[src/scratchpad_pkg.sv]
package scratchpad_pkg;

    // memory word geometry
    localparam int DATA_WIDTH     = 32;
    localparam int BYTES_PER_WORD = 4;

    typedef logic [7:0]                byte_t;
    typedef logic [DATA_WIDTH-1:0]     word_t;
    typedef logic [BYTES_PER_WORD-1:0] strb_t;

    // byte address on the channels, bits 1:0 pick the lane
    typedef logic [15:0] byte_addr_t;

    typedef enum logic [1:0] {
        SIZE_BYTE = 2'd0,
        SIZE_HALF = 2'd1,
        SIZE_WORD = 2'd2
    } access_size_e;

    // fetch channel request, aligned words only
    typedef struct packed {
        byte_addr_t addr;
    } fetch_req_t;

    // load/store request, wdata is right-aligned
    typedef struct packed {
        byte_addr_t   addr;
        logic         write;
        access_size_e size;
        logic         is_unsigned;
        word_t        wdata;
    } data_req_t;

    typedef struct packed {
        word_t rdata;
    } resp_t;

endpackage
[src/store_align.sv]
`timescale 1ns/10ps

module store_align
    import scratchpad_pkg::*;
(
    input  logic      clk,
    input  logic      valid,
    input  data_req_t req,
    output strb_t     write_en,
    output word_t     wdata
);

    logic [1:0] offset;
    strb_t      lane_strb;

    assign offset = req.addr[1:0];

    // replicate the low bits across the word, strobes pick the lane
    always_comb begin
        case (req.size)
            SIZE_BYTE: begin
                wdata     = {BYTES_PER_WORD{req.wdata[7:0]}};
                lane_strb = strb_t'(1) << offset;
            end
            SIZE_HALF: begin
                wdata     = {(BYTES_PER_WORD / 2){req.wdata[15:0]}};
                lane_strb = strb_t'(3) << offset;
            end
            SIZE_WORD: begin
                wdata     = req.wdata;
                lane_strb = '1;
            end
            default: begin
                wdata     = req.wdata;
                lane_strb = '0;
            end
        endcase
    end

    assign write_en = req.write ? lane_strb : '0;

    assert property (@(posedge clk)
        valid |-> (req.size == SIZE_BYTE) ||
                  (req.size == SIZE_HALF && !req.addr[0]) ||
                  (req.size == SIZE_WORD && req.addr[1:0] == 2'b00))
        else $error("store_align: misaligned access at %0h", req.addr);

endmodule

[config.mk]
export PLATFORM = sky130hd
export DESIGN_NAME = store_align
export DESIGN_NICKNAME = d
export VERILOG_FILES = /design/src/scratchpad_pkg.sv /design/src/store_align.sv
export SDC_FILE = /design/constraint.sdc
export NUM_CORES = 1
export LEC_CHECK = 0
export BUFFER_PORTS_ARGS = -buffer_cell sky130_fd_sc_hd__buf_2
export CAP_MARGIN = 5
export CORE_ASPECT_RATIO = 1.25
export CORE_MARGIN = 3
export CORE_UTILIZATION = 29
export DETAILED_ROUTE_END_ITERATION = 7
export PLACE_DENSITY = 0.83
export SLEW_MARGIN = 10
export SYNTH_ARGS = -nofsm -noshare
export SYNTH_HDL_FRONTEND = slang
export SYNTH_SLANG_ARGS = --single-unit
export TNS_END_PERCENT = 1
[constraint.sdc]
create_clock -name vclk -period 0.8
set_clock_uncertainty 0.1 [all_clocks]
set_input_delay 0 -clock vclk [all_inputs]
set_output_delay 0 -clock vclk [all_outputs]
set_load 0.05 [all_outputs]
After elaboration in Yosys (flattened, before gate mapping). Index checks and enable logic that the tools add are counted.

Equal/unequal tests: 2. Shift-type cells: 2. Mux-type cells: 3. Reductions and logical operators: 1.

Operators by type and width (number): one-hot mux 32 bit (2 select lines) (1); one-hot mux 4 bit (3 select lines) (1); 2-to-1 mux 4 bit (1); left shift 1 x 2 -> 4 bit (first input constant) (1); left shift 2 x 2 -> 4 bit (first input constant) (1); == test 2 x 1 -> 1 bit (second input constant) (1); == test 2 bit (second input constant) (1); zero test 2 bit (1).

Register bits: 0. Input bits: 54. Output and inout bits: 36.

Logic depth before layout (Yosys ltp).
Depth in word-level cells: 3. Gate-level depth with buffers: 4. Mapped depth without buffers: 2.

Worst setup path after synthesis. No wires, ideal clock.

Kind: input-to-output. From: in req[34] (netlist bit). To: out wdata[29]. Arrival: 1357 ps. Data required time: 700 ps. Path slack: -657 ps. Cell stages on the path: 3. Buffers on the path: 2. Cell sequence: buf_6 -> buf_8 -> o21ai_0.

Cells in the longest elaborated chain, start to end: 2.

Ends and longest elaborated chain: start, declared (line store_align.sv:8) `input data_req_t req,`; == test 2 x 1 -> 1 bit / zero test 2 bit (equally long branches) (line store_align.sv:20) `case (req.size)`; one-hot mux 32 bit (2 select lines) * (line store_align.sv:20); end, declared (line store_align.sv:10) `output word_t wdata`.

Every way passes the cells marked *; elsewhere a longest branch is shown, timed or not.

Final worst setup path.
From: in req[34] (netlist bit). To: out wdata[8].

Same word-level chain as after synthesis.

==> impl_metrics.py <==
metrics = {
    "detailed_routing": {
        "drt_pass1_iterations": 3,
        "drc": 0,
        "routedWlPerCell_um": 13.5,
        "drt-total-wl_um": 2140,
        "vias_per_cell": 4.77,
        "drtIter0Drc": 1,
        "postRouteAntennaNets": 0,
        "vias": 759,
    },
    "power": {
        "switching_share": 0.596,
        "p_switching_uw": 740,
        "power_frac_clock": 0,
        "cellLeakagePower_nw": 0.654,
        "vdd_drop_max_mv": 0.595,
        "p_comb_frac": 1.000,
        "seq_power_share": 0,
        "p_per_area_nw_per_um2": 1000,
        "internal_power_uw": 502,
    },
    "cells_and_area": {
        "layoutNonFillerInstCount": 159,
        "post-route-util": 0.745,
        "seq_cells": 0,
        "fin_area_um2": 1240,
        "antenna_cells": 0,
        "layout_commonest_cell": "buf_2",
        "syn2layout_area_growth_pct": 131,
        "drive_above_1_share": 0.865,
        "final_nets": 197,
        "layout_common_cells": "buf_2 (43), buf_6 (24), buf_4 (16)",
        "n_clock_buffer": 0,
        "seqCellArea_um2": 0,
    },
    "global_route": {
        "grt_usage": 0.177,
        "grt_max_degree": 17,
        "grt_pass1_wl_um": 3290,
        "grt_pass1_vias": 739,
        "gr-total-overflow": 0,
        "antenna_found_initial": 0,
    },
    "sta": {
        "tightest_slew_ns": 0.258,
        "min_period_ns": 0.945,
        "fin_crit_sh": 1.18,
        "final_max_slew_viol_count": 0,
        "setup_slack_ns": -0.145,
        "relSlewSlack": 0.829,
        "fmax_mhz": 1060,
        "setup_violations": 26,
        "rsz0062_at_grt": "yes",
        "finalHoldViolCount": 0,
    },
    "worst_setup_path": {
        "crit_fanout": 4,
        "path_buf_inv": 3,
        "slowest_stage": "mux2_4",
        "crit_arrival_ns": 0.85,
        "critPathRequiredTime_ns": 0.70,
        "cp_common_cell": "buf_6",
        "cp-end-kind": "output port",
        "critPathLaunchType": "input pin",
        "worstPathCellList": "buf_8 -> nor2_4 -> buf_6 -> mux2_4 -> buf_6",
        "crit_type": "in2out",
        "cpPeakStageDelay_ns": 0.30,
        "path_delay_family": "buffers and inverters",
    },
    "place": {
        "io_buffer_count": 73,
        "dp_slack_ns": -0.253,
        "dp.cells": 159,
        "dp_hpwl_um": 1680,
        "post_dp_cell_area_um2": 1010,
        "gp_congestion": 0.672,
    },
    "job": {
        "drv_cap": 0,
    },
    "yosys": {
        "ys_seq_area_frac": 0,
        "syn_nets": 119,
        "syn_area_um2": 537,
        "synthCells": 65,
        "synth_cell_types": 22,
        "yosys_warnings": 0,
        "synth_area_per_cell_um2": 8.26,
    },
    "floorplanning": {
        "coreArea_um2": 1660,
        "start_util": 0.323,
        "placementRows": 16,
        "ios": 90,
        "fp.dieArea_um2": 2410,
        "die_w_um": 44.5,
        "fp.dieH_um": 54.1,
    },
    "clocking": {
        "cts_hold_buf": 0,
        "cts_setup_buffers": 0,
    },
    "status": {
        "violations": "negative setup slack",
        "status": "complete, but fails checks",
    },
    "min_path": {
        "hold_class": "in2out",
    },
}
[through the flow]
stage	hold slack, ns	TNS [ns]	power (mW)
final	0.221	-2.52	1.24
after global routing	0.229	-3.40	1.30
after CTS	0.222	-2.75	1.23
after detailed placement	0.219	-5.78	1.03
after global placement	0.216	-5.31	1.01
after floorplan	0.0671	-0.823	0.755
[layer usage]
| metal | share of wire | track usage | routed length (um) |
|---|---|---|---|
| met3 | 0.093 | 0.0134 | 199 |
| met2 | 0.56 | 0.354 | 1190 |
| met5 | 0 | 0 | 0 |
| met1 | 0.34 | 0.200 | 731 |
| met4 | 0.0084 | 0.0302 | 18 |
[power by group through the flow]
stage	clock (mW)	combinational [mW]	sequential, mW
floorplan	0	0.755	0
global placement	0	1.01	0
detailed placement	0	1.03	0
CTS	0	1.23	0
global route	0	1.30	0
finish	0	1.24	0
[cell type report]
cell class	count	area, um^2
repair buffers	88	691
multi-input cells	52	522
well taps	18	22.5
inverters	1	3.75
fillers	123	423
[what timing repair did]
action | 4_1_cts | 5_1_grt
cloned | 0 | 0
setup endpoints to repair | 28 | 28
gates resized for setup | 66 | 5
pin swaps | 1 | 0
[cells in the mapped netlist]
cell type | number | area (um^2)
buf_8 | 1 | 15.0
o21ai_0 | 1 | 5.00
nand3b_1 | 1 | 7.51
buf_4 | 8 | 60.1
or2b_1 | 1 | 7.51
nor2_4 | 1 | 11.3
nand2_1 | 8 | 30.0
mux2_2 | 6 | 67.6
nor3_1 | 1 | 5.00
buf_2 | 1 | 5.00
a21oi_1 | 2 | 10.0
inv_2 | 1 | 3.75
buf_6 | 2 | 22.5
o21ai_1 | 8 | 40.0
mux2_1 | 8 | 90.1
a31oi_2 | 1 | 12.5
and2b_2 | 1 | 8.76
o21bai_1 | 1 | 7.51
mux2i_1 | 8 | 80.1
o21a_1 | 1 | 7.51
a21bo_2 | 1 | 10.0
mux2_4 | 2 | 30.0
[cell families after synthesis]
group                  share of synthesized area
AO/OA/AOI/OAI                              0.172
buffers and inverters                      0.198
multiplexers                               0.499
AND/OR/NAND/NOR                            0.131
[final timing paths]
kind	slack, ns	from	cells after the start	endpoint
worst max-delay path	-0.15	req[34]	5	wdata[8]
worst min-delay path	0.22	req[4]	2	wdata[4]
Power figures use the tool's default switching activity.
