[config.mk]
export PLATFORM = sky130hd
export DESIGN_NAME = scratchpad_ctrl
export DESIGN_NICKNAME = d
export VERILOG_FILES = /design/src/scratchpad_pkg.sv /design/src/scratchpad_ctrl.sv
export SDC_FILE = /design/constraint.sdc
export NUM_CORES = 1
export LEC_CHECK = 0
export BUFFER_PORTS_ARGS = -buffer_cell sky130_fd_sc_hd__buf_4
export CORE_AREA = 2 2 39 41
export CTS_BUF_LIST = sky130_fd_sc_hd__clkbuf_16
export DETAILED_ROUTE_END_ITERATION = 10
export DIE_AREA = 0 0 41 43
export HOLD_SLACK_MARGIN = 0.08
export PLACE_DENSITY = 0.62
export SLEW_MARGIN = 20
export SYNTH_ARGS = -nofsm -noshare
export SYNTH_HDL_FRONTEND = slang
export SYNTH_SLANG_ARGS = --single-unit
[constraint.sdc]
create_clock -name clk -period 2.9 [get_ports clk]
set_input_delay 0.145 -clock clk [delete_from_list [all_inputs] [get_ports clk]]
set_output_delay 0.145 -clock clk [all_outputs]
set_load 0.05 [all_outputs]
[src/scratchpad_pkg.sv]
package scratchpad_pkg;

    // memory word geometry
    localparam int DATA_WIDTH     = 32;
    localparam int BYTES_PER_WORD = 4;

    typedef logic [7:0]                byte_t;
    typedef logic [DATA_WIDTH-1:0]     word_t;
    typedef logic [BYTES_PER_WORD-1:0] strb_t;

    // byte address on the channels, bits 1:0 pick the lane
    typedef logic [15:0] byte_addr_t;

    typedef enum logic [1:0] {
        SIZE_BYTE = 2'd0,
        SIZE_HALF = 2'd1,
        SIZE_WORD = 2'd2
    } access_size_e;

    // fetch channel request, aligned words only
    typedef struct packed {
        byte_addr_t addr;
    } fetch_req_t;

    // load/store request, wdata is right-aligned
    typedef struct packed {
        byte_addr_t   addr;
        logic         write;
        access_size_e size;
        logic         is_unsigned;
        word_t        wdata;
    } data_req_t;

    typedef struct packed {
        word_t rdata;
    } resp_t;

endpackage
[src/scratchpad_ctrl.sv]
`timescale 1ns/10ps

module scratchpad_ctrl
    import scratchpad_pkg::*;
(
    input  logic       clk,
    input  logic       reset_reg,

    input  logic       fetch_req_valid,
    input  logic       data_req_valid,
    input  byte_addr_t fetch_addr,
    input  byte_addr_t data_addr,
    input  logic       data_write,
    input  logic       fetch_resp_ready,
    input  logic       data_resp_ready,

    output logic       fetch_req_ready,
    output logic       data_req_ready,
    output logic       fetch_resp_valid,
    output logic       data_resp_valid,
    output logic       mem_en,
    output logic       data_accept
);

    logic collision;
    logic fetch_accept;

    // any stalled response freezes both channels
    assign mem_en = !(fetch_resp_valid && !fetch_resp_ready) &&
                    !(data_resp_valid && !data_resp_ready);

    // store to the fetched word goes first
    assign collision = data_req_valid && data_write &&
                       (fetch_addr[15:2] == data_addr[15:2]);

    assign data_req_ready  = mem_en;
    assign fetch_req_ready = mem_en && !collision;

    assign fetch_accept = fetch_req_valid && fetch_req_ready;
    assign data_accept  = data_req_valid && data_req_ready;

    always_ff @(posedge clk) begin
        if (reset_reg) begin
            fetch_resp_valid <= 1'b0;
        end else if (fetch_accept) begin
            fetch_resp_valid <= 1'b1;
        end else if (fetch_resp_ready) begin
            fetch_resp_valid <= 1'b0;
        end
    end

    always_ff @(posedge clk) begin
        if (reset_reg) begin
            data_resp_valid <= 1'b0;
        end else if (data_accept) begin
            data_resp_valid <= 1'b1;
        end else if (data_resp_ready) begin
            data_resp_valid <= 1'b0;
        end
    end

    // stalled responses stay up
    assert property (@(posedge clk) disable iff (reset_reg)
        fetch_resp_valid && !fetch_resp_ready |=> fetch_resp_valid)
        else $error("scratchpad_ctrl: fetch response dropped without ready");

    assert property (@(posedge clk) disable iff (reset_reg)
        data_resp_valid && !data_resp_ready |=> data_resp_valid)
        else $error("scratchpad_ctrl: data response dropped without ready");

    assert property (@(posedge clk) disable iff (reset_reg)
        fetch_accept && data_accept && data_write |->
            fetch_addr[15:2] != data_addr[15:2])
        else $error("scratchpad_ctrl: fetch accepted during store to %0h", data_addr);

endmodule

# Yosys cells after proc, flatten, opt, wreduce, memory -nomap -nowiden
# Cells that the tools add are included.
[word_totals]
ff_bits = 2
in_bits = 39
out_inout_bits = 6
[op_classes]
n_reduce_logical = 15
mux = 4
n_eq_ne = 1
[op_table]
columns = ["cell", "n"]
rows = [
  ["14-bit == test", 1],
  ["1-bit logical AND", 8],
  ["1-bit logical NOT", 5],
  ["1-bit 2-to-1 mux", 4],
  ["2-bit nonzero test", 2],
]

# Longest topological paths before layout
# Gate-level depths: netlist of run 1.
[logic_depth]
depth_word = 7
mapped_depth = 4
ltp_nobuf = 4

# Least setup slack after synthesis of run 1
# Ideal clock, no wire load.
[synth_timing]
kind = "reg-to-output"
startpoint = "reg fetch_resp_valid"
endpoint = "out fetch_req_ready"
required_time_ns = 2.755
path_slack_ns = 0.846
stages_incl_launch_ff = 4
path_buffers = 0
arrival_time_ns = 1.909
cell_sequence = "dfxtp_1 -> nand2b_1 -> and2_1 -> nor2b_1"
[synth_via]
elab_chain_len = 4
[synth_rtl]
columns = ["item", "line", "rtl"]
rows = [
  ["start, declared", "scratchpad_ctrl.sv:19", "output logic fetch_resp_valid,"],
  ["start signal, assigned", "scratchpad_ctrl.sv:44", "fetch_resp_valid <= 1'b0;"],
  ["start signal, assigned", "scratchpad_ctrl.sv:46", "fetch_resp_valid <= 1'b1;"],
  ["start signal, assigned", "scratchpad_ctrl.sv:48", "fetch_resp_valid <= 1'b0;"],
  ["1-bit logical AND", "scratchpad_ctrl.sv:29", "assign mem_en = !(fetch_resp_valid && !fetch_resp_ready) &&"],
  ["1-bit logical NOT", "scratchpad_ctrl.sv:29", ""],
  ["1-bit logical AND", "scratchpad_ctrl.sv:29", ""],
  ["via data_req_ready", "scratchpad_ctrl.sv:18", "output logic data_req_ready,"],
  ["1-bit logical AND", "scratchpad_ctrl.sv:37", "assign fetch_req_ready = mem_en && !collision;"],
  ["end, declared", "scratchpad_ctrl.sv:17", "output logic fetch_req_ready,"],
]
# The timed path passes the listed nets, and every way through them passes these cells.

# Worst setup path after layout of run 1
[layout_timing]
startpoint = "in data_addr[10]"
endpoint = "out fetch_req_ready"
[layout_via]
elab_chain_len = 4
[layout_rtl]
columns = ["item", "line", "rtl"]
rows = [
  ["start, declared", "scratchpad_ctrl.sv:12", "input byte_addr_t data_addr,"],
  ["14-bit == test", "scratchpad_ctrl.sv:34", "(fetch_addr[15:2] == data_addr[15:2]);"],
  ["1-bit logical AND", "scratchpad_ctrl.sv:33", "assign collision = data_req_valid && data_write &&"],
  ["1-bit logical NOT", "scratchpad_ctrl.sv:37", ""],
  ["1-bit logical AND", "scratchpad_ctrl.sv:37", ""],
]
# No other way between the ends.

==> summary.txt, run 1 <==
Synth
  • Share of the yosys chip area belonging to registers: 0.1509
  • Distinct cell type count after synthesis: 16
  • Post-Synthesis Cell Area: 265.3 um^2
  • Syn_area_per_cell: 8.289 um^2
  • Warnings, synthesis: 0
  • Share of synthesized area spent on multiplexers: 0
  • Number of standard cells after synthesis: 32
  • Number of nets produced by synthesis: slightly above 70
  • Xor/xnor cell area share of the yosys netlist: 0.4623
  • Combinational family with the most area after synthesis: XOR/XNOR gates
  • Area share of and/or/nand/nor cells after synthesis: 0.3160
  • #FFs+latches synth: 2
  • Share of the synthesized area in compound gates (AO/OA/AOI/OAI): 0.04245
  • Adder-Cell Fraction of Synth Area: 0

Placement
  • GP Congestion: 0.6011
  • Port Buf Inserts: 40

Status
  • Outcome: complete, no violations

CTS
  • Clock tree from TritonCTS: built
  • Maximum buffer depth of the clock tree: 2
  • Total of hold buffers inserted after clock tree synthesis: 0
  • Buffer type at the clock tree root: sky130_fd_sc_hd__clkbuf_16
  • Clock transition at the registers of the reported paths: roughly 0.030 ns
  • Clock latency on the worst-skew pair: 0.22 ns
  • # resized after CTS: 0
  • Clock tree sinks: 2
  • H-tree Lvls: 1
  • Number of buffers added by the clock tree synthesis step: 3
  • Post-CTS Setup Inserts: 0

Floorplan
  • Core area: 0.001384 mm^2
  • I/O pin total: between 40 and 50
  • Die W: between 40 and 50 um
  • Placement row count: 14
  • Area of the die: 0.001763 mm^2
  • Die height: about 43 um
  • Initial Utilization: 0.1917

Setup path
  • Highest net fanout along the worst path: 2
  • Critical setup path kind: in2out
  • Worst reg2reg path endpoint: fetch_resp_valid$_SDFFE_PP0P_
  • Slack of the worst reg-to-reg path: approximately 2.2 ns
  • Type of element capturing the critical path: output port
  • Critical Path Start Type: primary input
  • Critical Path Max Stage Delay: ~0.54 ns
  • CP required: 2.76 ns
  • Worst path arrival time: approximately 1.6 ns
  • R2r worst-path depth: 3
  • Worst path slowest cell: sky130_fd_sc_hd__or4_1
  • R2r startpoint: data_resp_valid$_SDFFE_PP0P_
  • Ordered list of cells on the worst path: buf_4, xor2_1, or4_1, nor4_2, nor2b_1, buf_4
  • Most repeated library cell on the critical path: sky130_fd_sc_hd__buf_4

Timing
  • Skew final: 0.0003512 ns
  • Tmin final: 1.709 ns
  • Max_slew headroom: 0.8100
  • F_max: 585.2 MHz
  • Count of endpoints failing setup in the final report: 0
  • Final Hold Vio Count: 0
  • Slew at the pin closest to its max-slew limit: approximately 0.28 ns
  • Post-route fraction of the period consumed by the critical path: 0.5892
  • Number of max-slew violations in the final report: 0
  • Minimum hold slack: 0.09830 ns
  • RSZ-0062 raised after global routing: no
  • Final setup TNS: 0 ns

Pwr
  • Net Sw Power: 0.07584 mW
  • Leakage power: 0.3064 nW
  • Relative contribution of the clock network to total power: 0.608
  • Switching Fraction: 0.2264
  • P_int: roughly 0.26 mW
  • Sequential Power Share: 0.092
  • Worst vdd rail ir drop: 0.2306 mV
  • Relative contribution of combinational cells to total power: 0.300
  • Power density relative to cell area: 512.8 mW/mm^2

Drt
  • Number of nets with antenna violations after detailed routing: 0
  • Detail-routed net length per standard cell: 8.356 um
  • Detailed Routing Iterations Pass 1: 2
  • Detailed-route DRC error count: 0
  • Total wire length after detailed routing: roughly 750 um
  • DRC violation total after the first TritonRoute iteration: 1
  • Vias per cell: 4.211
  • Total via count in the routed design: 379

Global route
  • GRT Overall Usage: 0.09710
  • Pin count of the biggest net entering global routing: 5
  • Wire length of the first global-routing pass: 1179 um
  • Initial antenna violation count: 0
  • Leftover overflow at the end of global routing: 0
  • Vias in the first global route: ~350

Hold path
  • Worst hold start: reset_reg
  • Type of the worst min-delay path: in2reg
  • Hold-critical path depth: 2
  • Endpoint, Worst Hold: data_resp_valid$_SDFFE_PP0P_

Layout
  • Diodes inserted: 0
  • Layout area overhead: 146.2%
  • Number of nets in the layout: between 100 and 150
  • Share of layout cells above drive strength 1: 0.5946
  • Final Core Density: 0.4720

Run
  • Max-capacitance violation count: 0
## logic make-up (layout without fill, tap and decap cells)
family                    after synthesis  count (layout)
DFF                                     2               2
xor gates and xnor gates               14              14
and+or+nand+nor                        13              13
AOI/OAI and AO/OA                       2               2
buffers and inverters                   1              43
## power by group through the flow
stage          Clock [mW]  Sequential (mW)  Combinational [mW]
2_1_floorplan           0           0.0388              0.0441
3_3_place_gp            0           0.0312               0.101
3_5_place_dp            0           0.0312               0.102
4_1_cts             0.205           0.0309               0.102
5_1_grt             0.211           0.0311               0.108
6_report            0.204           0.0308               0.100
## critical path, delay by kind of cell
kind                      cells  cell delay (ns)
xor gates and xnor gates      1             0.14
buffers and inverters         2             0.30
and+or+nand+nor               3             0.97
## cells in the mapped netlist
library cell,number,share of area
sky130_fd_sc_hd__nand2b_1,2,0.047
sky130_fd_sc_hd__xor2_1,3,0.099
sky130_fd_sc_hd__nand2_1,2,0.028
sky130_fd_sc_hd__or4_1,1,0.028
sky130_fd_sc_hd__nor4_2,1,0.047
sky130_fd_sc_hd__nor2b_1,1,0.024
sky130_fd_sc_hd__xnor2_1,11,0.36
sky130_fd_sc_hd__nand3b_1,1,0.028
sky130_fd_sc_hd__o22ai_1,1,0.024
sky130_fd_sc_hd__and2_1,1,0.024
sky130_fd_sc_hd__a21oi_1,1,0.019
sky130_fd_sc_hd__dfxtp_1,2,0.15
sky130_fd_sc_hd__nand3_1,1,0.019
sky130_fd_sc_hd__buf_4,1,0.028
sky130_fd_sc_hd__and3_1,1,0.024
sky130_fd_sc_hd__nand4_1,2,0.047
## placed cells by master (no fill, tap or decap)
cell                        count
sky130_fd_sc_hd__xnor2_1       11
sky130_fd_sc_hd__buf_4         40
sky130_fd_sc_hd__nand4_1        2
sky130_fd_sc_hd__dfxtp_1        2
sky130_fd_sc_hd__and2_1         1
sky130_fd_sc_hd__nor2b_1        1
sky130_fd_sc_hd__and3_1         1
sky130_fd_sc_hd__nand2_1        2
sky130_fd_sc_hd__nor4_2         1
sky130_fd_sc_hd__nand3_1        1
sky130_fd_sc_hd__o22ai_1        1
sky130_fd_sc_hd__clkbuf_16      3
sky130_fd_sc_hd__nand3b_1       1
sky130_fd_sc_hd__nand2b_1       2
sky130_fd_sc_hd__or4_1          1
sky130_fd_sc_hd__xor2_1         3
sky130_fd_sc_hd__a21oi_1        1
## routing by layer
metal,up-vias,global-route usage,wire length (um)
met1,156,0.1019,270
met3,0,0.01571,99
li1,196,-,-
met2,27,0.1656,382
met5,-,0,0
met4,0,0.06000,0
## worst max-delay path by stage
stage / slack (ns) / to / from / cells past startpoint
detailed placement: 1.14 / fetch_req_ready / data_addr[10] / 6
global placement: 1.15 / fetch_req_ready / data_addr[10] / 6
floorplan: 0.85 / fetch_req_ready / fetch_resp_valid$_SDFFE_PP0P_ / 3
CTS: 1.14 / fetch_req_ready / data_addr[10] / 6
finish: 1.19 / fetch_req_ready / data_addr[10] / 6
global route: 1.06 / fetch_req_ready / data_addr[10] / 6
## registers in the layout, indices dropped and copies added, names as in the netlist
register,cells
data_resp_valid,1
fetch_resp_valid,1
## metrics by stage
| step | std cells | cell area (um^2) | setup slack (ns) | power [mW] |
|---|---|---|---|---|
| floorplan | 32 | 265.3 | 0.8456 | 0.08287 |
| finish | 90 | 653.1 | 1.191 | 0.3349 |
| detailed placement | 87 | 578.1 | 1.144 | 0.1327 |
| global placement | 87 | 578.1 | 1.150 | 0.1317 |
| global route | 90 | 653.1 | 1.059 | 0.3505 |
| CTS | 90 | 653.1 | 1.144 | 0.3378 |
## cell type report
type	instances	area (um^2)
sequential	2	40.04
tap	16	20.02
multi-input combinational	29	217.7
fill	151	730.7
clock buffer	3	75.07
timing repair buffer	40	300.3
(Power assumes the default switching activity.)
==> run 2, diff against run 1 <==
Clock period 2.9 ns to 1.7 ns, I/O delays scaled along.
==> run 2 against run 1 <==
Net effect:
- die area stayed put
- via count is 6.9% higher
- highest routed layer unchanged
- power is 72% higher
- clock-buffer cell count stayed put
- first-iteration DRC count grew to 5.0 times the previous value
- largest cell class unchanged
- setup slack worse by 1.1 ns
- register-to-register slack worse by 1.2 ns
- clock power is 71% higher
- clock skew hardly changed
- wire length is 8.1% higher
- flip-flop and latch count stayed put
- combinational power is 76% higher
==> summary.txt, run 2 (synthesis gave the netlist of run 1 again) <==
Status
  • Outcome: complete, no violations

Pwr
  • Power density relative to cell area: 850.3 mW/mm^2
  • Worst vdd rail ir drop: around 0.34 mV
  • Final total power: 0.5766 mW
  • Leakage power: 0.3246 nW

CTS
  • Clock tree sinks: 2
  • Clock transition at the registers of the reported paths: 0.03 ns
  • Clock tree from TritonCTS: built
  • Buffer type at the clock tree root: sky130_fd_sc_hd__clkbuf_16
  • H-tree Lvls: 1
  • Clock latency on the worst-skew pair: 0.22 ns
  • Maximum buffer depth of the clock tree: 2
  • Number of buffers added by the clock tree synthesis step: 3
  • # resized after CTS: 0

Layout
  • Number of nets in the layout: 117
  • Biggest regs: data_resp_valid: 1 flops, fetch_resp_valid: 1 flops
  • Layout area overhead: 155.7%
  • Share of layout cells above drive strength 1: 0.6053
  • Diodes inserted: 0
  • Most common cell after layout, fill and taps aside: sky130_fd_sc_hd__buf_4
  • Highest-count cells in the layout ignoring fill and taps: sky130_fd_sc_hd__buf_4, sky130_fd_sc_hd__xnor2_1, sky130_fd_sc_hd__xor2_1, sky130_fd_sc_hd__clkbuf_16

Timing
  • Skew final: 0.0008442 ns
  • Count of endpoints failing setup in the final report: 0
  • Final Hold Vio Count: 0
  • Final setup TNS: 0 ns
  • F_max: 625.0 MHz
  • Max_slew headroom: 0.8743
  • RSZ-0062 raised after global routing: no
  • Tmin final: 1.600 ns
  • Post-route fraction of the period consumed by the critical path: 0.9412
  • Slew at the pin closest to its max-slew limit: 0.1869 ns
  • Number of max-slew violations in the final report: 0

Drt
  • Detailed Routing Iterations Pass 1: 4
  • Detailed-route DRC error count: 0
  • Total via count in the routed design: 405
  • Total wire length after detailed routing: about 810 um
  • Vias per cell: 4.402
  • DRC violation total after the first TritonRoute iteration: 5
  • Number of nets with antenna violations after detailed routing: 0
  • Detail-routed net length per standard cell: 8.837 um

Setup path
  • Critical Path Start Type: primary input
  • Critical path buffers and inverters: 3
  • Ordered list of cells on the worst path: buf_4, xor2_1, or4_1, nor4_2, buf_4, nor2b_4, buf_4
  • Most repeated library cell on the critical path: sky130_fd_sc_hd__buf_4
  • Critical Path Max Stage Delay: 0.53 ns
  • Critical setup path kind: in2out
  • Top Family by Delay on Critical Path: simple AND/OR/NAND/NOR gates
  • Type of element capturing the critical path: output port
  • CP required: 1.62 ns
  • Worst path arrival time: 1.52 ns
  • Worst path slowest cell: sky130_fd_sc_hd__or4_1
  • Highest net fanout along the worst path: 2

Global route
  • Met3 track demand over resource in global routing: 0.02094
  • Leftover overflow at the end of global routing: 0
  • Initial antenna violation count: 0
  • GRT Overall Usage: 0.1111
  • Wire length of the first global-routing pass: 1366 um
  • Vias in the first global route: 396
  • Pin count of the biggest net entering global routing: 5
  • Busiest metal layer after global routing: met2
  • Met2 layer usage reported by global route: 0.2219
  • Met1 GRT Util: 0.08599

Floorplan
  • I/O pin total: 45
  • Area of the die: 0.001763 mm^2
  • Initial Utilization: 0.1917
  • Die height: 43 um
  • Die W: 41 um
  • Core area: 0.001384 mm^2
  • Placement row count: 14

Placement
  • GP Congestion: 0.5984
  • Port Buf Inserts: 40

Hold path
  • Type of the worst min-delay path: in2reg

Run
  • Max-capacitance violation count: 0
[run 2: layout make-up]
cell class,instances,area (um^2)
clock buffer,3,75.07
fill,155,705.7
multi-input combinational,29,225.2
sequential,2,40.04
tap,16,20.02
timing repair buffer,42,317.8
[run 2: path summary, 6_finish.rpt]
path,startpoint,endpoint,slack (ns),depth (start not counted)
min reg2reg,data_resp_valid$_SDFFE_PP0P_,data_resp_valid$_SDFFE_PP0P_,0.54,2
min,data_req_valid,data_resp_valid$_SDFFE_PP0P_,0.14,3
max reg2reg,data_resp_valid$_SDFFE_PP0P_,fetch_resp_valid$_SDFFE_PP0P_,1.01,3
max,data_addr[10],fetch_req_ready,0.1,7
[run 2: tightest hold or removal path, cell delays in order]
cell and delay [ns]:
sky130_fd_sc_hd__buf_4 0.12, sky130_fd_sc_hd__nand2_1 0.05, sky130_fd_sc_hd__a21oi_1 0.06
[run 2: through the flow]
step	cell area, um^2	cells	setup slack [ns]	utilization	hold slack (ns)
2_1_floorplan	272.8	32	0.06531	-	0.1541
3_3_place_gp	593.1	88	0.06928	0.4286	0.2600
3_5_place_dp	593.1	88	0.07850	0.4286	0.2602
4_1_cts	678.2	92	0.07652	0.4901	0.1366
5_1_grt	678.2	92	0.0007048	0.4901	0.1648
6_report	678.2	92	0.09989	0.4901	0.1380
[run 2: repair_timing]
item,in CTS,in global routing
hold buffers,1,0
endpoints found under the hold margin,1,0
setup buffers,0,0
[run 2: power by group]
group	leakage (nW)	internal, mW	switching, mW
combinational	0.271	0.0955	0.0804
clock	0.0370	0.299	0.0492
sequential	0.0167	0.0511	0.00159
[run 2: routing by layer]
| metal | wire length (um) | up-vias |
|---|---|---|
| met4 | 0 | 0 |
| met2 | 466 | 26 |
| met1 | 238 | 182 |
| met5 | 0 | - |
| met3 | 108 | 0 |
| li1 | - | 197 |
