[src/scratchpad_pkg.sv]
package scratchpad_pkg;

    // memory word geometry
    localparam int DATA_WIDTH     = 32;
    localparam int BYTES_PER_WORD = 4;

    typedef logic [7:0]                byte_t;
    typedef logic [DATA_WIDTH-1:0]     word_t;
    typedef logic [BYTES_PER_WORD-1:0] strb_t;

    // byte address on the channels, bits 1:0 pick the lane
    typedef logic [15:0] byte_addr_t;

    typedef enum logic [1:0] {
        SIZE_BYTE = 2'd0,
        SIZE_HALF = 2'd1,
        SIZE_WORD = 2'd2
    } access_size_e;

    // fetch channel request, aligned words only
    typedef struct packed {
        byte_addr_t addr;
    } fetch_req_t;

    // load/store request, wdata is right-aligned
    typedef struct packed {
        byte_addr_t   addr;
        logic         write;
        access_size_e size;
        logic         is_unsigned;
        word_t        wdata;
    } data_req_t;

    typedef struct packed {
        word_t rdata;
    } resp_t;

endpackage
[src/load_align.sv]
`timescale 1ns/10ps

module load_align
    import scratchpad_pkg::*;
(
    input  logic      clk,
    input  logic      reset_reg,
    input  logic      capture,
    input  data_req_t req,
    input  word_t     raw,
    output word_t     rdata
);

    logic [1:0]   offset_q;
    access_size_e size_q;
    logic         unsigned_q;

    byte_t        sel_byte;
    logic [15:0]  sel_half;
    logic         byte_sign;
    logic         half_sign;

    // shape of the access whose word arrives next cycle
    always_ff @(posedge clk) begin
        if (reset_reg) begin
            offset_q   <= '0;
            size_q     <= SIZE_WORD;
            unsigned_q <= 1'b0;
        end else if (capture) begin
            offset_q   <= req.addr[1:0];
            size_q     <= req.size;
            unsigned_q <= req.is_unsigned;
        end
    end

    assign sel_byte  = raw[8*offset_q +: 8];
    assign sel_half  = offset_q[1] ? raw[31:16] : raw[15:0];
    assign byte_sign = !unsigned_q && sel_byte[7];
    assign half_sign = !unsigned_q && sel_half[15];

    always_comb begin
        case (size_q)
            SIZE_BYTE: rdata = {{(DATA_WIDTH - 8){byte_sign}}, sel_byte};
            SIZE_HALF: rdata = {{(DATA_WIDTH - 16){half_sign}}, sel_half};
            default:   rdata = raw;
        endcase
    end

endmodule

[config.mk]
export PLATFORM = sky130hd
export DESIGN_NAME = load_align
export DESIGN_NICKNAME = d
export VERILOG_FILES = /design/src/scratchpad_pkg.sv /design/src/load_align.sv
export SDC_FILE = /design/constraint.sdc
export NUM_CORES = 1
export LEC_CHECK = 0
export BUFFER_PORTS_ARGS = -buffer_cell sky130_fd_sc_hd__buf_2
export CAP_MARGIN = 20
export CORE_MARGIN = 3
export CORE_UTILIZATION = 35
export DETAILED_ROUTE_END_ITERATION = 12
export GPL_TIMING_DRIVEN = 0
export PLACE_DENSITY = 0.86
export SYNTH_ARGS = -nofsm -noshare
export SYNTH_HDL_FRONTEND = slang
export SYNTH_SLANG_ARGS = --single-unit
[constraint.sdc]
create_clock -name clk -period 4.2 [get_ports clk]
set_input_delay 0.21 -clock clk [delete_from_list [all_inputs] [get_ports clk]]
set_output_delay 0.21 -clock clk [all_outputs]
set_load 0.005 [all_outputs]
# Yosys cells after proc, flatten, opt, wreduce, memory -nomap -nowiden
# Index checks and enable logic that the tools add are counted.
# totals
regBits,5
input_bits,87
elab_cells,11
# op_classes
n_eq_ne,1
n_shift,1
n_mux,2
n_reduce_logical,4
# ops
operator,n
$pmux 32 s2,1
$shiftx 32x6->8,1
$mux 16,1
$eq 2x1->1 const B,1
$logic_and 1x1->1,2
$logic_not 2->1,1
$logic_not 1->1,1

# Longest topological paths before layout
# Gate-level depths: netlist of the first run.
# depth
word_depth,3
mapped_depth,5
mapped_depth_nobuf,3

# Worst setup path before layout of the first run
# OpenSTA, ideal clock, no wires.
# synth_timing
kind,reg2out
from,register offset_q[1]
to,output rdata[10]
t_arrival_ps,1340
required_time_ps,3990
slack_ps,2650
path_stages_with_launch,4
n_path_buf,0
cell_sequence,dfxtp_1 -> mux4_2 -> nor3b_4 -> a221o_1
# synth_between
elab_chain_len,3
word_cells_on_any_way,4
classes_between,shift: 1; mux: 2; reduce/logical: 1
# synth_rtl
item,line,rtl
start: declaration,load_align.sv:14,logic [1:0] offset_q;
start signal: assignment,load_align.sv:30,offset_q <= req.addr[1:0];
$shiftx 32x6->8,load_align.sv:36,assign sel_byte = raw[8*offset_q +: 8];
$logic_and 1x1->1,load_align.sv:38,assign byte_sign = !unsigned_q && sel_byte[7];
$pmux 32 s2 *,load_align.sv:42,case (size_q)
end: declaration,load_align.sv:11,output word_t rdata
# Every way passes the cells marked *; elsewhere a longest branch is shown, timed or not.

# Worst setup path after layout of the first run
# layout_timing
from,register offset_q[1]
to,output rdata[21]
# layout_between
elab_chain_len,3
word_cells_on_any_way,5
classes_between,shift: 1; mux: 2; reduce/logical: 2
# layout_rtl
item,line
$shiftx 32x6->8 / $mux 16 (equally long branches),"load_align.sv:36, load_align.sv:37"
$logic_and 1x1->1 (on tied branches),"load_align.sv:38, load_align.sv:39"
$pmux 32 s2 *,load_align.sv:42
# Marked as above.

==> results of run 1 <==
[worst max-delay path by stage]
stage                 from         to
2_1_floorplan  offset_q[1]  rdata[10]
3_3_place_gp     size_q[1]  rdata[12]
3_5_place_dp   offset_q[1]  rdata[21]
4_1_cts        offset_q[1]  rdata[21]
5_1_grt          size_q[1]  rdata[27]
6_report       offset_q[1]  rdata[21]
[per-stage QoR]
| step | utilization (%) | instances |
|---|---|---|
| floorplan | - | 130 |
| global placement | 52.7 | 230 |
| detailed placement | 52.7 | 230 |
| CTS | 53.7 | 234 |
| global route | 53.7 | 234 |
| finish | 53.7 | 234 |
[state kept, by name, indices dropped and copies added (netlist names)]
| signal | cells |
|---|---|
| size_q | 2 |
| unsigned_q | 1 |
| offset_q | 2 |
[worst register-to-register path: stages (launching register included)]
cell      delay, ps
dfxtp_1         290
buf_2           150
clkbuf_1        240
nor2b_1         200
a211o_1         220
[synth_stat cells, types with 4 or more instances]
cell      number
buf_2          5
mux2_2         6
mux2i_1        4
a221o_1       13
dfxtp_1        5
nand2_1       16
o21ai_0       18
clkbuf_1       9
nor4_1         6
a22o_1         5
inv_1          4
nor4b_1        5
nor2b_1        6
nor2_1         6
[cells in the final DEF, fill, tap and decap left out, drive strengths merged]
cell type and n:
a211o 1, a211oi 3, a21o 1, a221o 13, a22o 5, and3b 3
buf 76, clkbuf 13, dfxtp 5, inv 4, mux2 6, mux2i 5
mux4 1, nand2 16, nand2b 2, nand3b 3, nor2 6, nor2b 6
nor3 3, nor3b 1, nor4 6, nor4b 5, o21ai 19, or2 1
[power groups by stage]
| stage | combinational (mW) | clock, mW | sequential, mW |
|---|---|---|---|
| detailed placement | 0.152 | 0 | 0.0547 |
| global route | 0.168 | 0.0619 | 0.0546 |
| finish | 0.152 | 0.0554 | 0.0539 |
| floorplan | 0.0850 | 0 | 0.0537 |
| global placement | 0.149 | 0 | 0.0546 |
| CTS | 0.153 | 0.0574 | 0.0539 |
[area by class of cell]
class	instances	area share, %
Buffer	15	4.62
Clock buffer	4	1.94
Inverter	4	1.11
Multi-Input combinational cell	106	56.3
Sequential cell	5	7.39
Tap cell	30	2.77
Timing Repair Buffer	70	25.9
[metal layers]
| metal | routed length, µm | global-route usage (%) |
|---|---|---|
| met5 | 0 | 0 |
| met4 | 21 | 2.98 |
| met3 | 346 | 5.79 |
| met2 | 1660 | 33.9 |
| met1 | 1350 | 24.8 |
[kinds of logic (layout without fill, tap and decap cells)]
family	count (synthesis)	in the layout
multiplexers	12	12
buffers and inverters	19	93
AO/OA/AOI/OAI	42	42
AND/OR/NAND/NOR	52	52
flip-flops	5	5
==> flow_summary_export.csv, run 1 <==
group,metric,value,unit
status,status,"completed",
yosys,synth_top_family_by_area,"compound AO/OA/AOI/OAI gates",
sta,setup_tns,0,ps
setup_path,cp_common_cell,"buf_2",
sta,finalMaxSlewViolations,0,
floorplanning,fp-row-count,18,
global_routing,grt_antenna_before_repair,0,
layout,final-seq-area,100,µm²
layout,finish.instance_area,0.00136,mm²
clock_network,hold_buffers,0,
drt,routed-via-count,1304,
yosys,async_reset_ff_share,0,%
setup_path,crit_family,"multiplexers",
placement,globalplace.congestion,0.805,
pwr,combPwrFrac,58.2,%
placement,placed_area,0.00133,mm²
setup_path,cp_slowest_cell,"dfxtp_1",
yosys,synth_edf_count,0,
drt,vias_per_cell,5.57,
min_path,min_path_cells,2,
drt,first_pass_iters,5,
pwr,p_int,0.163,mW
sta,setup_violations,0,
sta,slew_headroom,70.1,%
yosys,synth-seq-area-share,10.6,%
setup_path,r2r_cells,4,
setup_path,crit_path_end_kind,"primary output",
yosys,netlist_instances,130,
placement,place_hpwl,2660,µm
yosys,synth_nets,217,
clock_network,cts.reportedPaths.clkPinSlew,40,ps
yosys,synthMuxAreaShare,16.2,%
setup_path,cp_max_fo,10,
layout,multi_input_area,763,µm²
min_path,min_to,"size_q[1]",
floorplanning,ios,119,
floorplanning,coreArea,0.00252,mm²
yosys,ys_ff_latch,5,
clock_network,clk_latency,240,ps
clock_network,htree_num_levels,1,
min_path,hold_start,"req[34]",
yosys,synth_compound_area_share,32.7,%
setup_path,cp.depth,5,
clock_network,clk_path_buf_depth,2,
pwr,power,0.262,mW
placement,place_ws,2440,ps
yosys,yosysTopAreaCell,"a221o_1",
drt,wl_per_cell,14.4,µm
sta,fin_crit,2040,ps
setup_path,crit_arrival,1830,ps
floorplanning,die_area,0.00335,mm²
yosys,synth_xor_area_share,0,%
clock_network,clock-sinks,5,
clock_network,postCtsSetupRepairBufs,0,
floorplanning,die_w,57.9,µm
setup_path,crit_type,"register to primary output",
floorplanning,initial_core_util,37.3,%
setup_path,cp_num_buf_inv,2,
setup_path,cp-start-kind,"register",
clock_network,root_buffer,"clkbuf_4",
pwr,p_clk_share,21.2,%
yosys,yosysWarnings,0,
drt,drtAntennaViolNets,0,
pwr,sequentialPowerShare,20.6,%
sta,fin_hold_ws,174,ps
clock_network,cts_tree,"yes",
min_path,hp-class,"input pin to register",
yosys,synth_area_leaders,"a221o_1 14%, dfxtp_1 11%, o21ai_0 9.6%",
drt,drt_iter0_markers,23,
sta,tightest_slew,448,ps
yosys,yosys.area.top_type_share,13.8,%
drt,drt_wl_total,3370,µm
layout,layout-drive-gt1-share,42.6,%
job,drv_cap,0,
clock_network,numCtsBuffers,3,
yosys,synthFlopType,"dfxtp_1",
yosys,synthAdderAreaFrac,0,%
global_routing,grt_pass1_wl,5330,µm
placement,portBuffers,70,
setup_path,crit_chain,"mux2_2, mux2i_4, buf_2, o21ai_0, buf_2",
pwr,p_switching,0.0989,mW
setup_path,r2r_slack,2990,ps
sta,skew,0,ps
global_routing,overflow,0,
sta,period_share,48.6,%
layout,diodes,0,
drt,drc,0,
sta,max_freq,490,MHz
global_routing,grt_usage,19.7,%
yosys,syn_avg_cell_area,7.24,µm²
yosys,ys_types,27,
sta,hold_viol,0,
layout,synthToLayoutAreaGrowth,44.0,%
global_routing,grt_start_max_net_pins,11,
setup_path,slowest_delay,420,ps
floorplanning,die_height,57.9,µm
setup_path,r2r_end,"size_q[1]",
clock_network,cts_resized,0,
sta,rsz0062_at_grt,"no",
yosys,netlist_area,941,µm²
global_routing,first_global_vias,1180,
pwr,ir_drop,187,µV
pwr,switching_share,37.8,%
layout,fin_nets,292,
pwr,leakage,0.657,nW
layout,fillers,274,
setup_path,rr_startpoint,"size_q[1]",
setup_path,cp_data_required_time,3990,ps
pwr,power_density,193,mW/mm²
sta,fin_ws,2160,ps
yosys,synth_simple_gate_area_share,32.2,%
Power figures use the tool's default switching activity.
==> inputs of run 2 (changes only) <==
--- a/config.mk
+++ b/config.mk
@@ -5,13 +5,14 @@
 export SDC_FILE = /design/constraint.sdc
 export NUM_CORES = 1
 export LEC_CHECK = 0
+export ABC_AREA = 1
 export BUFFER_PORTS_ARGS = -buffer_cell sky130_fd_sc_hd__buf_2
 export CAP_MARGIN = 20
 export CORE_MARGIN = 3
-export CORE_UTILIZATION = 35
+export CORE_UTILIZATION = 32
 export DETAILED_ROUTE_END_ITERATION = 12
 export GPL_TIMING_DRIVEN = 0
-export PLACE_DENSITY = 0.86
+export PLACE_DENSITY = 0.79
 export SYNTH_ARGS = -nofsm -noshare
 export SYNTH_HDL_FRONTEND = slang
 export SYNTH_SLANG_ARGS = --single-unit
==> constraint.sdc (replaced) <==
create_clock -name clk -period 2 [get_ports clk]
set_input_delay 0.1 -clock clk [delete_from_list [all_inputs] [get_ports clk]]
set_output_delay 0.1 -clock clk [all_outputs]
set_load 0.005 [all_outputs]
==> run 2 against run 1 <==
Net effect:
- critical endpoint is now rdata[4]
- clock power up 130%
- largest cell class unchanged
- highest routed layer unchanged
- routed wire length up 2.6%
- via count up 4.9%
- critical path depth unchanged
- final cell count up 18%
- clock-buffer cell count down 1
- die area up 8.1%
- sequential share of layout area about the same
- non-clock buffer count down 4
- first-iteration DRC count up 70%
- worst hold slack worse by 110 ps
- clock skew unchanged
==> flow_summary_export.csv, run 2 <==
group,metric,value,unit
layout,synthToLayoutAreaGrowth,44.9,%
sta,fin_crit,1710,ps
layout,fillers,323,
sta,hold_viol,0,
drt,drc,0,
global_routing,grt_usage,19.6,%
setup_path,crit_arrival,1610,ps
setup_path,crit_path_end_kind,"primary output",
yosys,netlist_area,938,µm²
setup_path,cp_max_fo,8,
yosys,yosys.area.top_type_share,32.4,%
drt,first_pass_iters,4,
floorplanning,coreArea,0.00278,mm²
drt,routed-via-count,1368,
min_path,min_path_cells,2,
setup_path,r2r_slack,1030,ps
floorplanning,ios,119,
setup_path,r2r_cells,4,
clock_network,hold_buffers,0,
layout,final_cell_mix,"81 x nand2_1, 72 x buf_2, 22 x nand3_1",
setup_path,cp-start-kind,"register",
drt,drt_wl_total,3460,µm
placement,portBuffers,71,
clock_network,clk_path_buf_depth,2,
layout,fin_nets,333,
sta,rsz0062_at_grt,"no",
global_routing,first_global_vias,1183,
global_routing,grt_antenna_before_repair,0,
floorplanning,die_w,60.2,µm
yosys,syn_avg_cell_area,5.52,µm²
layout,final_common_cell,"nand2_1",
global_routing,grt_start_max_net_pins,11,
sta,slew_headroom,57.1,%
placement,place_hpwl,2670,µm
yosys,yosysTopAreaCell,"nand2_1",
pwr,leakage,0.817,nW
drt,wl_per_cell,12.5,µm
job,drv_cap,0,
yosys,synth_nets,257,
sta,finalMaxSlewViolations,0,
placement,globalplace.congestion,0.735,
drt,drtAntennaViolNets,0,
min_path,min_to,"size_q[0]",
yosys,async_reset_ff_share,0,%
setup_path,r2r_end,"offset_q[1]",
placement,placed_area,0.00133,mm²
layout,multi_input_area,721,µm²
pwr,power,0.560,mW
layout,diodes,0,
layout,final-seq-area,100,µm²
pwr,power_density,412,mW/mm²
floorplanning,die_area,0.00362,mm²
sta,skew,0,ps
yosys,yosysWarnings,0,
yosys,netlist_instances,170,
drt,vias_per_cell,4.96,
pwr,ir_drop,299,µV
yosys,yosysMostFrequentCell,"nand2_1",
setup_path,crit_type,"register to primary output",
sta,setup_violations,0,
setup_path,cp_data_required_time,1900,ps
yosys,synth-seq-area-share,10.7,%
layout,layout-drive-gt1-share,40.0,%
clock_network,htree_num_levels,1,
floorplanning,initial_core_util,33.7,%
clock_network,clock-sinks,5,
clock_network,cts.reportedPaths.clkPinSlew,60,ps
clock_network,root_buffer,"clkbuf_4",
clock_network,postCtsSetupRepairBufs,0,
yosys,ys_types,24,
layout,finish.instance_area,0.00136,mm²
status,status,"completed",
setup_path,rr_startpoint,"offset_q[1]",
floorplanning,die_height,60.2,µm
layout,top_regs,"offset_q: 2 flops, size_q: 2 flops, unsigned_q: 1 flops",
clock_network,numCtsBuffers,3,
min_path,hp-class,"input pin to register",
global_routing,overflow,0,
floorplanning,fp-row-count,19,
global_routing,grt_pass1_wl,5400,µm
yosys,synth_area_leaders,"nand2_1 32%, nand3_1 12%, dfxtp_1 11%",
clock_network,clk_latency,270,ps
yosys,synth_commonest_cells,"81 x nand2_1, 22 x nand3_1, 7 x o211ai_1",
sta,setup_tns,0,ps
sta,period_share,85.5,%
min_path,hold_start,"reset_reg",
sta,tightest_slew,643,ps
clock_network,cts_tree,"yes",
drt,drt_iter0_markers,39,
yosys,synthFlopType,"dfxtp_1",
yosys,synth_edf_count,0,
sta,max_freq,585,MHz
clock_network,cts_resized,0,
yosys,ys_ff_latch,5,
==> run 2: cell types whose count changed after synthesis, moves of 7 or more <==
| cell | change |
|---|---|
| o21ai_0 | -17 |
| a221o_1 | -13 |
| nand2_1 | +65 |
| nand3_1 | +22 |
| o211ai_1 | +7 |
==> run 2: power breakdown <==
group          internal, mW  switching, mW  leakage (nW)
combinational         0.149          0.171         0.757
clock                0.0733         0.0571        0.0177
sequential            0.107        0.00310        0.0416
==> run 2: cell families (layout without fill, tap and decap cells) <==
family / after synthesis / count (layout) / share of synthesized area (%)
AOI/OAI and AO/OA: 15 / 15 / 11.2
buffers and inverters: 17 / 92 / 12.5
DFF: 5 / 5 / 10.7
and+or+nand+nor: 133 / 133 / 65.6
==> run 2: worst max-delay path, stage by stage (launching register included) <==
cell and delay, ps:
dfxtp_1 300, buf_6 130, a21oi_1 510, nand2_1 110, o211ai_1 140, buf_2 150
==> run 2: worst max path at each step <==
stage | startpoint | to | slack (ps) | cells after the start
after floorplan | offset_q[1] | rdata[11] | 870 | 7
after global placement | offset_q[1] | rdata[16] | 600 | 8
after detailed placement | size_q[1] | rdata[0] | 560 | 5
after CTS | size_q[1] | rdata[0] | 280 | 5
after global routing | size_q[0] | rdata[4] | 130 | 5
final | size_q[1] | rdata[4] | 290 | 5
==> run 2: per-stage QoR <==
stage               std cells  utilization [%]  hold slack [ps]  worst slack (ps)
floorplan                 170                -              178               865
global route              276             48.9             72.1               135
global placement          272             47.9              323               602
finish                    276             48.9             65.2               290
CTS                       276             48.9             66.5               278
detailed placement        272             47.9              322               565
==> run 2: routing by layer <==
metal | wire length [µm] | share of wire [%] | global-route usage, %
met5 | 0 | 0 | 0
met4 | 38 | 1.1 | 4.75
met3 | 309 | 8.9 | 3.89
met2 | 1640 | 47 | 32.4
met1 | 1470 | 43 | 25.7
==> run 2: cell type report <==
| cell class | instances | area share [%] |
|---|---|---|
| tap | 31 | 2.85 |
| buffer | 10 | 6.16 |
| multi-input combinational | 148 | 53.0 |
| sequential | 5 | 7.36 |
| inverter | 7 | 2.48 |
| clock inverter | 1 | 0.368 |
| clock buffer | 3 | 1.66 |
| timing repair buffer | 71 | 26.1 |
==> inputs of run 3 (changes only) <==
==> constraint.sdc (replaced) <==
create_clock -name clk -period 2 [get_ports clk]
set_input_delay 0.1 -clock clk [delete_from_list [all_inputs] [get_ports clk]]
set_output_delay 0.1 -clock clk [all_outputs]
set_load 0.1 [all_outputs]
==> run 3 against run 2 <==
Net effect:
- final cell count unchanged
- sequential power hardly changed
- critical path type unchanged
- die area did not move
- clock-buffer cell count grew 1
- routed wire length decreased by 1.4%
- global-route usage is 0.35 points lower
==> flow_summary_export.csv, run 3 (synthesis results as in run 2) <==
group,metric,value,unit
drt,first_pass_iters,5,
setup_path,r2r_slack,1060,ps
clock_network,root_buffer,"clkbuf_4",
sta,tightest_slew,485,ps
pwr,sequentialPowerShare,10.3,%
clock_network,hold_buffers,0,
global_routing,overflow,0,
setup_path,cp-start-kind,"register",
setup_path,cp_slowest_cell,"buf_2",
sta,slew_headroom,67.6,%
pwr,switching_share,67.0,%
setup_path,rr_startpoint,"offset_q[1]",
sta,rsz0062_at_grt,"no",
global_routing,first_global_vias,1181,
setup_path,crit_path_end_kind,"primary output",
setup_path,crit_chain,"inv_1, nor2_4, inv_1, or2_2, nand3_1, buf_2",
setup_path,crit_family,"buffers and inverters",
drt,vias_per_cell,4.92,
floorplanning,coreArea,0.00278,mm²
setup_path,cp_num_buf_inv,3,
global_routing,grt_start_max_net_pins,11,
clock_network,clock-sinks,5,
pwr,p_clk_share,11.0,%
clock_network,cts_tree,"yes",
floorplanning,die_height,60.2,µm
setup_path,crit_type,"register to primary output",
sta,max_freq,532,MHz
pwr,leakage,0.825,nW
sta,hold_viol,0,
min_path,min_to,"size_q[1]",
pwr,p_int,0.356,mW
setup_path,slowest_delay,420,ps
job,drv_cap,0,
min_path,min_path_cells,3,
layout,fillers,283,
setup_path,r2r_end,"offset_q[1]",
drt,drc,0,
sta,fin_crit,1880,ps
floorplanning,fp-row-count,19,
sta,setup_violations,0,
drt,routed-via-count,1359,
clock_network,htree_num_levels,1,
floorplanning,die_w,60.2,µm
clock_network,clk_path_buf_depth,2,
placement,place_hpwl,2570,µm
drt,wl_per_cell,12.4,µm
pwr,p_switching,0.723,mW
layout,synthToLayoutAreaGrowth,51.6,%
global_routing,grt_antenna_before_repair,0,
sta,period_share,93.9,%
clock_network,numCtsBuffers,3,
sta,finalMaxSlewViolations,0,
layout,layout-drive-gt1-share,40.4,%
clock_network,cts.reportedPaths.clkPinSlew,50,ps
pwr,combPwrFrac,78.7,%
layout,final_common_cell,"nand2_1",
min_path,hold_start,"req[34]",
setup_path,crit_arrival,1780,ps
placement,portBuffers,71,
placement,placed_cells,272,
setup_path,r2r_cells,4,
layout,fin_cells,276,
pwr,ir_drop,471,µV
drt,drtAntennaViolNets,0,
pwr,power_density,759,mW/mm²
layout,final_cell_mix,"81 x nand2_1, 50 x buf_2, 25 x clkbuf_4",
floorplanning,initial_core_util,33.7,%
global_routing,grt_usage,19.2,%
layout,top_regs,"offset_q: 2 flops, size_q: 2 flops, unsigned_q: 1 flops",
sta,skew,0,ps
layout,fin_nets,333,
min_path,hp-class,"input pin to register",
clock_network,clk_latency,240,ps
setup_path,cp.depth,6,
placement,globalplace.congestion,0.786,
setup_path,cp_common_cell,"inv_1",
setup_path,cp_data_required_time,1900,ps
pwr,power,1.08,mW
global_routing,grt_pass1_wl,5280,µm
status,status,"completed",
drt,drt_iter0_markers,55,
drt,drt_wl_total,3410,µm
setup_path,cp_max_fo,7,
floorplanning,die_area,0.00362,mm²
layout,diodes,0,
floorplanning,ios,119,
-- run 3: cell types whose count changed in the layout (fill, tap and decap cells not counted) --
| cell | before | now |
|---|---|---|
| clkbuf_4 | 3 | 25 |
| clkbuf_1 | 3 | 4 |
| clkinv_2 | 1 | 0 |
| nand3_1 | 22 | 21 |
| a21oi_1 | 2 | 1 |
| nand3_2 | 5 | 6 |
| buf_2 | 72 | 50 |
| a21oi_2 | 0 | 1 |
-- run 3: routing by layer --
metal | track usage (%) | routed length [µm]
met5 | 0 | 0
met4 | 3.80 | 19
met3 | 5.40 | 374
met2 | 30.2 | 1550
met1 | 26.0 | 1460
-- run 3: final cells by class --
type	count	area (µm²)	share of cell area [%]
inverters	7	33.8	2.37
clock buffers	4	26.3	1.85
repair buffers	71	410	28.8
plain buffers	10	83.8	5.89
flip-flops and latches	5	100	7.04
multi-input cells	148	729	51.3
well taps	31	38.8	2.73
-- run 3: worst max path at each step --
stage	from	endpoint	slack (ps)
after floorplan	offset_q[1]	rdata[3]	-330
after global placement	size_q[1]	rdata[4]	280
after detailed placement	size_q[0]	rdata[0]	280
after CTS	size_q[0]	rdata[2]	6
after global routing	size_q[1]	rdata[2]	10
final	size_q[0]	rdata[8]	120
-- run 3: worst min-delay path, stage by stage --
cell and delay (ps):
buf_2 70, a21oi_1 50, o21ai_0 60
-- run 3: power by group through the flow --
stage	sequential, mW	clock (mW)	combinational, mW
final	0.111	0.119	0.849
after global routing	0.112	0.128	0.890
after CTS	0.111	0.122	0.826
after detailed placement	0.113	0	0.824
after global placement	0.112	0	0.822
after floorplan	0.112	0	0.680
-- run 3: per-stage QoR --
stage	worst slack (ps)	util, %	setup TNS [ps]	area, µm²	hold slack, ps
after CTS	6.31	49.0	0	1360	71.6
after detailed placement	280	48.1	0	1340	321
after floorplan	-329	-	-1850	943	178
after global routing	9.88	51.1	0	1420	79.3
after global placement	280	48.1	0	1340	334
final	122	51.1	0	1420	72.7
-- run 3: what timing repair did --
action / 4_1_cts / 5_1_grt
endpoints found under the setup margin: 0 / 27
setup buffers: 0 / 0
hold endpoints to repair: 0 / 0
gates resized for setup: 0 / 23
